$ cat src/bcdPkg.sv
package bcdPkg;

    ////////////////////////////////////////////////////////////////////////////
    // Command opcodes
    ////////////////////////////////////////////////////////////////////////////

    // Opcode value doubles as the bit index of its request line
    typedef enum logic [2:0]
    {
        opInit   = 3'd0,
        opLoadA  = 3'd1,
        opLoadB  = 3'd2,
        opShowA  = 3'd3,
        opShowB  = 3'd4,
        opAdd    = 3'd5,
        opShowLs = 3'd6,
        opShowMs = 3'd7
    } bcdOp;

    ////////////////////////////////////////////////////////////////////////////
    // Sequencer states
    ////////////////////////////////////////////////////////////////////////////

    typedef enum logic [1:0]
    {
        stIdle = 2'd0,
        stReq  = 2'd1,
        stDone = 2'd2
    } seqState;

    // Two decimal digits per operand
    localparam logic [7:0] OPERAND_MAX = 8'd99;

endpackage
$ cat src/bcdAdder.sv
`timescale 1ns/1ps

module bcdAdder
(
    input  logic         CLK,
    input  logic         rstN,
    input  logic [7:0]   inData,
    input  bcdPkg::bcdOp cmd,
    input  logic         cmdValid,
    output logic         busy,
    output logic         done,
    output logic [7:0]   outData
);

    // Request levels, sequencer to datapath
    logic initReq;
    logic loadAReq;
    logic loadBReq;
    logic showAReq;
    logic showBReq;
    logic addReq;
    logic showLsReq;
    logic showMsReq;

    // Ack pulses back
    logic initAck;
    logic loadAAck;
    logic loadBAck;
    logic showAAck;
    logic showBAck;
    logic addAck;
    logic showLsAck;
    logic showMsAck;

    ////////////////////////////////////////////////////////////////////////////
    // Command sequencer
    ////////////////////////////////////////////////////////////////////////////

    bcdAddSequencer i_seq
    (
        .CLK(CLK), .rstN(rstN), .cmd(cmd), .cmdValid(cmdValid),
        .busy(busy), .done(done),
        .initReq(initReq), .loadAReq(loadAReq), .loadBReq(loadBReq),
        .showAReq(showAReq), .showBReq(showBReq), .addReq(addReq),
        .showLsReq(showLsReq), .showMsReq(showMsReq),
        .initAck(initAck), .loadAAck(loadAAck), .loadBAck(loadBAck),
        .showAAck(showAAck), .showBAck(showBAck), .addAck(addAck),
        .showLsAck(showLsAck), .showMsAck(showMsAck)
    );

    ////////////////////////////////////////////////////////////////////////////
    // Datapath
    ////////////////////////////////////////////////////////////////////////////

    bcdAddDatapath i_dp
    (
        .CLK(CLK), .rstN(rstN), .inData(inData),
        .initReq(initReq), .loadAReq(loadAReq), .loadBReq(loadBReq),
        .showAReq(showAReq), .showBReq(showBReq), .addReq(addReq),
        .showLsReq(showLsReq), .showMsReq(showMsReq),
        .initAck(initAck), .loadAAck(loadAAck), .loadBAck(loadBAck),
        .showAAck(showAAck), .showBAck(showBAck), .addAck(addAck),
        .showLsAck(showLsAck), .showMsAck(showMsAck),
        .outData(outData)
    );

endmodule

$ cat src/bcdAddSequencer.sv
`timescale 1ns/1ps

module bcdAddSequencer
(
    input  logic        CLK,
    input  logic        rstN,
    input  bcdPkg::bcdOp cmd,
    input  logic        cmdValid,
    output logic        busy,
    output logic        done,
    output logic        initReq,
    output logic        loadAReq,
    output logic        loadBReq,
    output logic        showAReq,
    output logic        showBReq,
    output logic        addReq,
    output logic        showLsReq,
    output logic        showMsReq,
    input  logic        initAck,
    input  logic        loadAAck,
    input  logic        loadBAck,
    input  logic        showAAck,
    input  logic        showBAck,
    input  logic        addAck,
    input  logic        showLsAck,
    input  logic        showMsAck
);

    import bcdPkg::*;

    seqState    state;
    bcdOp       opReg;
    logic [7:0] reqVec;
    logic [7:0] ackVec;

    assign ackVec = {showMsAck, showLsAck, addAck, showBAck,
                     showAAck, loadBAck, loadAAck, initAck};

    ////////////////////////////////////////////////////////////////////////////
    // FSM
    ////////////////////////////////////////////////////////////////////////////

    always_ff @(posedge CLK or negedge rstN)
    begin
        if (!rstN)
        begin
            state <= stIdle;
            opReg <= opInit;
        end
        else
        begin
            case (state)
                stIdle:
                begin
                    // Only place a command is taken
                    if (cmdValid)
                    begin
                        opReg <= cmd;
                        state <= stReq;
                    end
                end
                stReq:
                begin
                    // Hold request until its own ack
                    if (ackVec[opReg])
                        state <= stDone;
                end
                default:
                    state <= stIdle;
            endcase
        end
    end

    // One request line, selected by the latched opcode
    assign reqVec = (state == stReq) ? (8'h01 << opReg) : 8'h00;

    assign {showMsReq, showLsReq, addReq, showBReq,
            showAReq, loadBReq, loadAReq, initReq} = reqVec;

    assign busy = (state != stIdle);
    assign done = (state == stDone);

    ////////////////////////////////////////////////////////////////////////////
    // Checks
    ////////////////////////////////////////////////////////////////////////////

    // Acks come only for the pending request
    ackForReq: assert property (@(posedge CLK) disable iff (!rstN)
        (ackVec & ~reqVec) == 8'h00);

    // Datapath answers in one cycle so done lands three edges after acceptance
    doneTiming: assert property (@(posedge CLK) disable iff (!rstN)
        done |-> $past(state == stIdle && cmdValid, 3));

endmodule

$ cat src/bcdAddDatapath.sv
`timescale 1ns/1ps

module bcdAddDatapath
(
    input  logic       CLK,
    input  logic       rstN,
    input  logic [7:0] inData,
    input  logic       initReq,
    input  logic       loadAReq,
    input  logic       loadBReq,
    input  logic       showAReq,
    input  logic       showBReq,
    input  logic       addReq,
    input  logic       showLsReq,
    input  logic       showMsReq,
    output logic       initAck,
    output logic       loadAAck,
    output logic       loadBAck,
    output logic       showAAck,
    output logic       showBAck,
    output logic       addAck,
    output logic       showLsAck,
    output logic       showMsAck,
    output logic [7:0] outData
);

    import bcdPkg::*;

    // Request and ack lines packed by opcode index
    logic [7:0] reqVec;
    logic [7:0] ackVec;
    logic [7:0] serve;

    // Binary operands and sum
    logic [7:0] opA;
    logic [7:0] opB;
    logic [7:0] sum;
    logic [7:0] clamped;

    // Decimal digits of each stored value
    logic [3:0] aTens;
    logic [3:0] aOnes;
    logic [3:0] bTens;
    logic [3:0] bOnes;
    logic [3:0] sumHund;
    logic [3:0] sumTens;
    logic [3:0] sumOnes;

    assign reqVec = {showMsReq, showLsReq, addReq, showBReq,
                     showAReq, loadBReq, loadAReq, initReq};

    // Served once; the high ack masks the still-high request next edge
    assign serve = reqVec & ~ackVec;

    // Values above two digits saturate
    assign clamped = (inData > OPERAND_MAX) ? OPERAND_MAX : inData;

    ////////////////////////////////////////////////////////////////////////////
    // Registers
    ////////////////////////////////////////////////////////////////////////////

    always_ff @(posedge CLK or negedge rstN)
    begin
        if (!rstN)
        begin
            ackVec  <= '0;
            opA     <= '0;
            opB     <= '0;
            sum     <= '0;
            outData <= '0;
        end
        else
        begin
            // One-cycle ack for whatever was served
            ackVec <= serve;
            if (serve[opInit])
            begin
                opA <= '0;
                opB <= '0;
                sum <= '0;
            end
            if (serve[opLoadA])
                opA <= clamped;
            if (serve[opLoadB])
                opB <= clamped;
            if (serve[opAdd])
                sum <= opA + opB;
            if (serve[opShowA])
                outData <= {aTens, aOnes};
            if (serve[opShowB])
                outData <= {bTens, bOnes};
            if (serve[opShowLs])
                outData <= {sumTens, sumOnes};
            if (serve[opShowMs])
                outData <= {4'h0, sumHund};
        end
    end

    assign initAck   = ackVec[opInit];
    assign loadAAck  = ackVec[opLoadA];
    assign loadBAck  = ackVec[opLoadB];
    assign showAAck  = ackVec[opShowA];
    assign showBAck  = ackVec[opShowB];
    assign addAck    = ackVec[opAdd];
    assign showLsAck = ackVec[opShowLs];
    assign showMsAck = ackVec[opShowMs];

    ////////////////////////////////////////////////////////////////////////////
    // Converters
    ////////////////////////////////////////////////////////////////////////////

    // Operands stay below 100 so hundreds is left open
    binToBcd i_aBcd   (.bin(opA), .hundreds(), .tens(aTens), .ones(aOnes));
    binToBcd i_bBcd   (.bin(opB), .hundreds(), .tens(bTens), .ones(bOnes));
    binToBcd i_sumBcd (.bin(sum), .hundreds(sumHund), .tens(sumTens), .ones(sumOnes));

    // Sequencer drives at most one request
    reqOneHot: assert property (@(posedge CLK) disable iff (!rstN) $onehot0(reqVec));

    // A served request stays high one more edge and its ack masks it
    reqHeld: assert property (@(posedge CLK) disable iff (!rstN)
        (serve != 8'h00) |=> ((reqVec & $past(serve)) == $past(serve)));

endmodule

$ cat src/binToBcd.sv
`timescale 1ns/1ps

module binToBcd
(
    input  logic [7:0] bin,
    output logic [3:0] hundreds,
    output logic [3:0] tens,
    output logic [3:0] ones
);

    // Digits in [19:8] and binary shifted out of [7:0]
    logic [19:0] shiftReg;

    ////////////////////////////////////////////////////////////////////////////
    // Shift and add 3
    ////////////////////////////////////////////////////////////////////////////

    always_comb
    begin
        shiftReg = {12'd0, bin};
        for (int i = 0; i < 8; i++)
        begin
            // Correct any digit of 5 or more before it doubles
            if (shiftReg[11:8] > 4'd4)
            begin
                shiftReg[11:8] = shiftReg[11:8] + 4'd3;
            end
            if (shiftReg[15:12] > 4'd4)
            begin
                shiftReg[15:12] = shiftReg[15:12] + 4'd3;
            end
            // Hundreds needs no correction as it stays at 2 or less
            shiftReg = shiftReg << 1;
        end
    end

    assign hundreds = shiftReg[19:16];
    assign tens     = shiftReg[15:12];
    assign ones     = shiftReg[11:8];

endmodule

$ cat config.mk
export PLATFORM = sky130hd
export DESIGN_NAME = bcdAdder
export DESIGN_NICKNAME = d
export VERILOG_FILES = /design/src/bcdPkg.sv /design/src/bcdAdder.sv /design/src/bcdAddSequencer.sv /design/src/bcdAddDatapath.sv /design/src/binToBcd.sv
export SDC_FILE = /design/constraint.sdc
export NUM_CORES = 1
export LEC_CHECK = 0
export BUFFER_PORTS_ARGS = -buffer_cell sky130_fd_sc_hd__buf_2
export CAP_MARGIN = 0
export CORE_MARGIN = 10
export CORE_UTILIZATION = 55
export DETAILED_ROUTE_END_ITERATION = 10
export PLACE_DENSITY = 0.83
export SLEW_MARGIN = 20
export SYNTH_ARGS = -nofsm -noshare
export SYNTH_HDL_FRONTEND = slang
export SYNTH_SLANG_ARGS = --single-unit
$ cat constraint.sdc
create_clock -name CLK -period 5.05 [get_ports CLK]
set_input_delay 0.7575 -clock CLK [delete_from_list [all_inputs] [get_ports CLK]]
set_output_delay 0.7575 -clock CLK [all_outputs]
set_load 0.03 [all_outputs]
==> results.cfg, run 1 <==
[detailed_routing]
dr.pass1.iters = 5
detail-route-antenna-nets = 0
drt-total-wl_um = 12500
drc = 0
drt_iter0_drc = 571
wire_per_inst_um = 17.6
via_count = 4603
viasPerCell = 6.47

[synth]
synth_cell_types = 75
synth_edf_count = 0
synth_compound_area_frac = 0.283
syn_nets = 652
synth_area_um2 = 4910
synth-adder-area-share = 0.0980
synthMuxAreaShare = 0.0769
ys_seq_area_frac = 0.229
synth_top_family_by_area = compound AO/OA/AOI/OAI gates
synth_ff_type = dfrtp_1
ys_warn_count = 0
synth_cells = 601
syn_area_per_cell_um2 = 8.18
synth_seq_cells = 45
synthXorXnorAreaFrac = 0.0586
async_flop_share = 1.00
synthSimpleGateAreaFrac = 0.193

[layout]
layout_commonest_cell = nand2_1
insertedDiodeCount = 0
final_cell_mix = nand2_1, nor2_1, dfrtp_1
syn2layout_area_growth_pct = 6.57
final_nets = 653
drive_above_1_share = 0.133
final_cells = 711

[sta]
slew_violations = 0
setup_ws_ns = 0.327
fmax_ghz = 0.212
period_minus_slack_ns = 4.72
final-setup-viol-count = 0
rsz0062_at_grt = no
maxSlewHeadroom = 0.420
finalSetupTns_ns = 0
fin_skew_ns = 0.00506
hold_viol_final = 0
finalCritPeriodShare = 0.935
worst_pin_slew_ns = 0.871
timing.hold.ws_ns = 0.446

[global_routing]
grt-ovfl-total = 0
grt_pass1_vias = 4484
grt_max_degree = 46
grt.total_usage = 0.189
grt_pass1_wl_um = 21200
antenna_found_initial = 0

[placed_design]
placed_cells = 701
port_buffers = 23
gp_congestion = 0.887
place_ws_ns = 0.169
dp_hpwl_um = 9300

[floorplanning]
pin_count = 24
initial_core_util = 0.563
core_area_um2 = 8720
dieArea_um2 = 13100
rows = 34
dieHeight_um = 115
die_x_um = 115

[clock_tree]
clock_latency_ns = 0.30
clockRootBuffer = clkbuf_8
cts_tree = done
clock_sinks = 45
cts_buffer_depth = 2
cts_buffers = 5
htreeDepth = 2
clk_pin_slew_ns = 0.10

[worst_setup_path]
critical_path_class = flop to flop
crit_arrival_ns = 4.91
cp_max_fo = 11
end_kind = flop
worst_ep_required_time_ns = 5.24
start_kind = flop

[flow_run]
cap_violations = 0

[status]
run_status = finished, final reports clean

[min_path]
hold_class = input pin to async pin
-- stage by stage --
stage                util  area, µm²
finish              0.600       5240
global route        0.600       5240
CTS                 0.594       5180
detailed placement  0.581       5060
global placement    0.581       5060
floorplan               -       4910
-- state kept, by name, summed over array words and instances, names as in the netlist --
name          count
i_seq.state       2
i_seq.opReg       3
i_dp.opA          8
i_dp.outData      8
i_dp.opB          8
i_dp.sum          8
i_dp.ackVec       8
-- area by class of cell --
cell class / count / area (µm²)
timing repair buffer: 32 / 185
tap: 108 / 135
fill: 736 / 3480
clock buffer: 5 / 68.8
inverter: 38 / 143
clock inverter: 3 / 50.0
multi-input combinational: 480 / 3530
sequential: 45 / 1130
-- layer usage --
metal,track usage,part of all wire,up-vias
met5,0,0,-
li1,-,-,2234
met3,0.0168,0.050,27
met2,0.317,0.48,181
met1,0.247,0.45,2161
met4,0.0668,0.021,0
-- synthesized netlist by cell type (all sizes together), types with 6 or more instances --
cell type | number | share of area
o22ai | 20 | 0.025
clkbuf | 31 | 0.024
buf | 7 | 0.0087
nor3 | 13 | 0.013
o211ai | 10 | 0.017
o311ai | 7 | 0.012
mux2 | 12 | 0.029
a31oi | 15 | 0.019
and2 | 8 | 0.010
nand2 | 47 | 0.036
o31ai | 6 | 0.0092
ha | 36 | 0.092
mux2i | 19 | 0.039
o21ai | 32 | 0.033
or2 | 7 | 0.0089
nor2 | 45 | 0.034
inv | 38 | 0.029
nand2b | 9 | 0.011
nor2b | 10 | 0.013
nand4 | 6 | 0.0076
nor4b | 6 | 0.011
nand3 | 9 | 0.0092
a21oi | 31 | 0.032
dfrtp | 45 | 0.23
a22oi | 7 | 0.011
xnor2 | 22 | 0.039
a2bb2oi | 6 | 0.011
-- worst paths after layout --
path / from / to / slack [ns] / cells past startpoint
min in group CLK: i_dp.outData[2] / i_dp.outData[2] / 0.53 / 2
worst min register to register: i_dp.outData[2] / i_dp.outData[2] / 0.53 / 2
worst max-delay path: i_dp.sum[5] / i_dp.outData[7] / 0.33 / 20
max in group asynchronous: rstN / i_dp.opA[5] / 4.19 / 1
worst max register to register: i_dp.sum[5] / i_dp.outData[7] / 0.33 / 20
worst min-delay path: rstN / i_dp.opB[5] / 0.45 / 1
-- what timing repair did --
item / 4_1_cts / 5_1_grt
setup buffers: 0 / 2
hold buffers: 0 / 0
resized for setup: 0 / 8
endpoints found under the setup margin: 0 / 4
-- critical path, cell delays in order (launching register included) --
cell and delay [ns]:
dfrtp_1 0.50, inv_1 0.11, ha_1 0.25, inv_1 0.07
ha_2 0.28, xor2_4 0.27, mux2i_1 0.27, a22o_2 0.30
o21ai_0 0.19, xnor2_1 0.26, ha_1 0.23, inv_1 0.07
ha_1 0.19, xnor3_1 0.48, ha_1 0.22, nor2_1 0.06
mux2i_1 0.15, o22ai_1 0.12, a211o_1 0.30, a41oi_1 0.18
a31oi_1 0.10
-- kinds of logic (layout without fill, tap and decap cells) --
logic type	Yosys count	in the layout
simple gates	186	186
compound gates	195	195
fa+ha+maj	38	38
buf+inv	76	78
flops	45	45
xor+xnor	28	28
mux	33	33
Power of run 1 is left out: the tool's default activity adds up to more than one toggle a clock period on the data nets, which glitch-free logic cannot reach.
==> run 2: changes to the inputs <==
--- a/config.mk
+++ b/config.mk
@@ -7,10 +7,12 @@
 export LEC_CHECK = 0
 export BUFFER_PORTS_ARGS = -buffer_cell sky130_fd_sc_hd__buf_2
 export CAP_MARGIN = 0
+export CELL_PAD_IN_SITES_DETAIL_PLACEMENT = 0
+export CELL_PAD_IN_SITES_GLOBAL_PLACEMENT = 1
 export CORE_MARGIN = 10
-export CORE_UTILIZATION = 55
+export CORE_UTILIZATION = 48
 export DETAILED_ROUTE_END_ITERATION = 10
-export PLACE_DENSITY = 0.83
+export PLACE_DENSITY = 0.92
 export SLEW_MARGIN = 20
 export SYNTH_ARGS = -nofsm -noshare
 export SYNTH_HDL_FRONTEND = slang
==> results.cfg, run 2 (synthesized netlist as in run 1, its figures left out) <==
[worst_setup_path]
crit_arrival_ns = 4.83
rr_endpoint = i_dp.outData[7]
reg2reg_depth = 18
cp_max_fo = 11
critical_path_class = flop to flop
worst_ep_required_time_ns = 5.23
end_kind = flop
start_kind = flop
reg2reg_slack_ns = 0.40
r2r_start = i_dp.opA[5]

[min_path]
hold_class = input pin to async pin

[layout]
drive_above_1_share = 0.132
layout_commonest_cell = nand2_1
final_nets = 655
insertedDiodeCount = 0
syn2layout_area_growth_pct = 7.74
design_area_um2 = 5290
final_cell_mix = nand2_1, nor2_1, dfrtp_1

[floorplanning]
initial_core_util = 0.498
pin_count = 24
core_area_um2 = 9860
die_x_um = 121
dieArea_um2 = 14700
rows = 36
dieHeight_um = 121

[clock_tree]
clock_latency_ns = 0.31
cts_hold_buf = 0
clock_sinks = 45
clockRootBuffer = clkbuf_8
cts_buffers = 5
cts_tree = done
cts_buffer_depth = 2
clk_pin_slew_ns = 0.10
htreeDepth = 2

[sta]
hold_viol_final = 0
maxSlewHeadroom = 0.427
finalSetupTns_ns = 0
fmax_ghz = 0.215
rsz0062_at_grt = no
period_minus_slack_ns = 4.65
finalCritPeriodShare = 0.920
slew_violations = 0
fin_skew_ns = 0.0111
final-setup-viol-count = 0
worst_pin_slew_ns = 0.859

[placed_design]
dpl-instance-area_um2 = 5100
gp_congestion = 0.869
port_buffers = 23
dp_hpwl_um = 9620

[global_routing]
grt_max_degree = 46
grt_util_met3 = 0.0205
grt_pass1_wl_um = 21300
grt_util_met2 = 0.291
use_met1 = 0.219
grt.total_usage = 0.171
antenna_found_initial = 0
grt-ovfl-total = 0
grt_busiest_layer = met2
grt_pass1_vias = 4382

[detailed_routing]
drc = 0
drt_iter0_drc = 501
viasPerCell = 6.32
detail-route-antenna-nets = 0
dr.pass1.iters = 6
drt-total-wl_um = 12700
wire_per_inst_um = 17.3
via_count = 4664

[flow_run]
cap_violations = 0

[status]
run_status = finished, final reports clean
[run 2: changes by cell type in the layout (fill, tap and decap cells not counted)]
cell	delta
nor2_2	-1
buf_2	+1
nor2_1	+1
clkinv_4	-1
dfrtp_1	+1
clkbuf_8	+1
buf_12	+1
dfrtp_2	-1
[run 2: cell type report]
class | count | area (µm²)
tap | 133 | 166
inverter | 38 | 143
sequential | 45 | 1130
fill | 929 | 4570
clock buffer | 6 | 82.6
clock inverter | 2 | 41.3
timing repair buffer | 34 | 210
multi-input combinational | 480 | 3520
[run 2: routing by layer]
metal,wire length (µm),share of wire,vias up
met4,285,0.022,0
met5,0,0,-
met3,564,0.044,23
met1,5680,0.45,2247
li1,-,-,2237
met2,6210,0.49,157
[run 2: metrics by stage]
stage | setup WS, ns | std cells | utilization | hold WS, ns
global route | 0.00850 | 738 | 0.537 | 0.383
finish | 0.404 | 738 | 0.537 | 0.370
detailed placement | 0.173 | 727 | 0.517 | 0.489
global placement | 0.452 | 727 | 0.517 | 0.501
floorplan | 0.715 | 601 | - | 0.462
CTS | 0.136 | 735 | 0.530 | 0.517
[run 2: repair_timing]
item                                   CTS  global route
setup endpoints to repair                0             4
buffers inserted                         0             2
gates resized for setup                  0             6
endpoints found under the hold margin    0             0
[run 2: worst max-delay path by stage]
stage                            from         endpoint  slack [ns]
after floorplan           i_dp.sum[5]  i_dp.outData[7]        0.71
after global placement    i_dp.sum[5]  i_dp.outData[7]        0.45
after detailed placement  i_dp.sum[5]  i_dp.outData[7]        0.17
after CTS                 i_dp.sum[5]  i_dp.outData[7]        0.14
after global routing      i_dp.sum[5]  i_dp.outData[7]       0.009
final                     i_dp.opA[5]  i_dp.outData[7]        0.40
[run 2: critical path, stage by stage, from the launching register on]
cell	delay, ns
dfrtp_1	0.58
inv_1	0.12
ha_1	0.25
inv_1	0.07
ha_2	0.30
nor2_1	0.12
nor2_1	0.33
o311ai_2	0.20
a211oi_1	0.35
xnor2_1	0.17
ha_1	0.19
inv_1	0.05
ha_1	0.21
o31ai_1	0.63
mux2i_1	0.28
o22ai_1	0.10
a211o_1	0.30
a41oi_1	0.18
a31oi_1	0.10
Power of run 2 is left out for the same reason.
==> run 3: changes to the inputs <==
--- a/config.mk
+++ b/config.mk
@@ -5,14 +5,15 @@
 export SDC_FILE = /design/constraint.sdc
 export NUM_CORES = 1
 export LEC_CHECK = 0
+export ABC_AREA = 1
 export BUFFER_PORTS_ARGS = -buffer_cell sky130_fd_sc_hd__buf_2
 export CAP_MARGIN = 0
 export CELL_PAD_IN_SITES_DETAIL_PLACEMENT = 0
 export CELL_PAD_IN_SITES_GLOBAL_PLACEMENT = 1
 export CORE_MARGIN = 10
-export CORE_UTILIZATION = 48
+export CORE_UTILIZATION = 45
 export DETAILED_ROUTE_END_ITERATION = 10
-export PLACE_DENSITY = 0.92
+export PLACE_DENSITY = 0.91
 export SLEW_MARGIN = 20
 export SYNTH_ARGS = -nofsm -noshare
 export SYNTH_HDL_FRONTEND = slang
==> results.cfg, run 3 <==
[status]
run_status = finished, final reports clean

[clock_tree]
cts_hold_buf = 0
clockRootBuffer = clkbuf_8
clock_latency_ns = 0.31
cts_buffer_depth = 2
clock_sinks = 45
htreeDepth = 2
cts_tree = done
cts_buffers = 5
postCtsSetupRepairBufs = 0
clk_pin_slew_ns = 0.10
cts_resized = 0

[floorplanning]
dieArea_um2 = 13900
core_area_um2 = 9280
die_x_um = 118
initial_core_util = 0.463
rows = 35
pin_count = 24
dieHeight_um = 118

[global_routing]
grt_pass1_vias = 3834
grt-ovfl-total = 0
grt_max_degree = 46
antenna_found_initial = 0
grt_pass1_wl_um = 17300
grt.total_usage = 0.144

[worst_setup_path]
rr_endpoint = i_dp.outData[7]
startpoint = i_dp.sum[5]
critPathCapture = i_dp.outData[7]
worst_ep_required_time_ns = 5.30
reg2reg_slack_ns = 1.35
r2r_start = i_dp.sum[5]
cp_max_fo = 5
reg2reg_depth = 26
critical_path_class = flop to flop
end_kind = flop
start_kind = flop
crit_arrival_ns = 3.95

[synth]
synth_cell_types = 44
ys_warn_count = 0
synth_most_common_cell = nand2_1
synth_edf_count = 0
ys_seq_area_frac = 0.262
synth_area_leaders = dfrtp_1, nand2_1, ha_1
synthTopCellsByCount = nand2_1, inv_1, nand3_1
syn_nets = 683
synth_cells = 632
async_flop_share = 1.00
synth_ff_type = dfrtp_1
synth_seq_cells = 45
syn_area_per_cell_um2 = 6.80
synth_largest_area_cell = dfrtp_1
synth_area_um2 = 4300
netlist.area_leader.share = 0.262

[detailed_routing]
drt-total-wl_um = 9800
via_count = 3945
detail-route-antenna-nets = 0
drt_iter0_drc = 229
dr.pass1.iters = 4
viasPerCell = 4.97
wire_per_inst_um = 12.4
drc = 0

[power]
leakagePower_uw = 0.00261
p_per_area_nw_per_um2 = 712
vdd_drop_max_mv = 0.303

[sta]
worst_pin_slew_ns = 0.627
finalCritPeriodShare = 0.733
timing.hold.ws_ns = 0.442
maxSlewHeadroom = 0.580
fin_skew_ns = 0.0135
rsz0062_at_grt = no
final-setup-viol-count = 0
finalSetupTns_ns = 0
slew_violations = 0
period_minus_slack_ns = 3.70
fmax_ghz = 0.270
hold_viol_final = 0

[layout]
insertedDiodeCount = 0
drive_above_1_share = 0.188
final_nets = 714
fill_cells = 979
layout_commonest_cell = nand2_1
final_cell_mix = nand2_1, inv_1, nand3_1
syn2layout_area_growth_pct = 9.64

[min_path]
hold_class = input pin to async pin

[placed_design]
gp_congestion = 0.888
port_buffers = 23
dp_hpwl_um = 8160

[flow_run]
cap_violations = 0
==> run 3: changes by cell type in the layout (fill, tap and decap cells not counted), sizes merged, moves of 10 or more <==
cell   delta
nand2   +152
inv      +79
nand3    +63
xnor2    -20
mux2i    -19
a21oi    -16
a31oi    -12
mux2     -12
nor2b    -10
==> run 3: through the flow <==
step,setup WS (ns),cell area [µm²],power (µW),instances,utilization
global route,0.945,4710,3770,793,0.508
detailed placement,1.37,4590,3070,785,0.494
global placement,1.47,4590,2980,785,0.494
finish,1.35,4710,3360,793,0.508
CTS,1.34,4700,3370,793,0.507
floorplan,1.78,4300,2580,632,-
==> run 3: layout make-up <==
class                   instances  area (µm²)  area share
inverters                     117         439      0.0932
flip-flops and latches         45        1130       0.239
repair buffers                 26         140      0.0297
multi-input cells             468        2730       0.579
well taps                     129         161      0.0343
clock buffers                   5        68.8      0.0146
clock inverters                 3        47.5      0.0101
==> run 3: worst max-delay path, cell delays in order, from the launching register on <==
cell and delay [ns]:
dfrtp_1 0.43, inv_1 0.13, ha_1 0.21, inv_1 0.05, ha_1 0.24, o21ai_1 0.28
inv_2 0.09, nand2_2 0.09, nand3_1 0.07, nand2_1 0.08, nand2_2 0.10, inv_2 0.08
nand3_1 0.11, nand2_2 0.11, ha_1 0.19, inv_1 0.07, ha_1 0.19, or2_4 0.26
o21ai_4 0.10, nand2_1 0.08, inv_1 0.06, nand4_1 0.13, a21oi_1 0.20, nor2_1 0.06
nor2_1 0.13, nand2_1 0.07, nand2_1 0.05
==> run 3: layer usage <==
| layer | up-vias | track usage | routed length [µm] |
|---|---|---|---|
| li1 | 2087 | - | - |
| met3 | 12 | 0.0201 | 236 |
| met5 | - | 0 | 0 |
| met2 | 52 | 0.257 | 4810 |
| met4 | 0 | 0.0332 | 126 |
| met1 | 1794 | 0.178 | 4630 |
==> run 3: report_power, final <==
part           internal (µW)  switching, µW  leakage [µW]
clock network            151            136     0.0000591
registers                485            109      0.000594
logic                    850           1620       0.00196
total                   1490           1870       0.00261
==> run 3: cells by family after synthesis <==
| group | synth area share |
|---|---|
| adder cells (fa/ha/maj) | 0.109 |
| buffers and inverters | 0.104 |
| AND/OR/NAND/NOR | 0.387 |
| AO/OA/AOI/OAI | 0.113 |
| flip-flops | 0.262 |
| XOR/XNOR | 0.0239 |
==> run 3: how the worst min path moves through the flow <==
stage                   startpoint              to
floorplan           i_dp.ackVec[2]  i_dp.ackVec[2]
global placement    i_dp.ackVec[1]  i_dp.ackVec[1]
detailed placement  i_dp.ackVec[1]  i_dp.ackVec[1]
CTS                 i_dp.ackVec[1]  i_dp.ackVec[1]
global route                  rstN     i_dp.opB[7]
finish                        rstN     i_dp.opB[7]
Power figures use the tool's default switching activity.
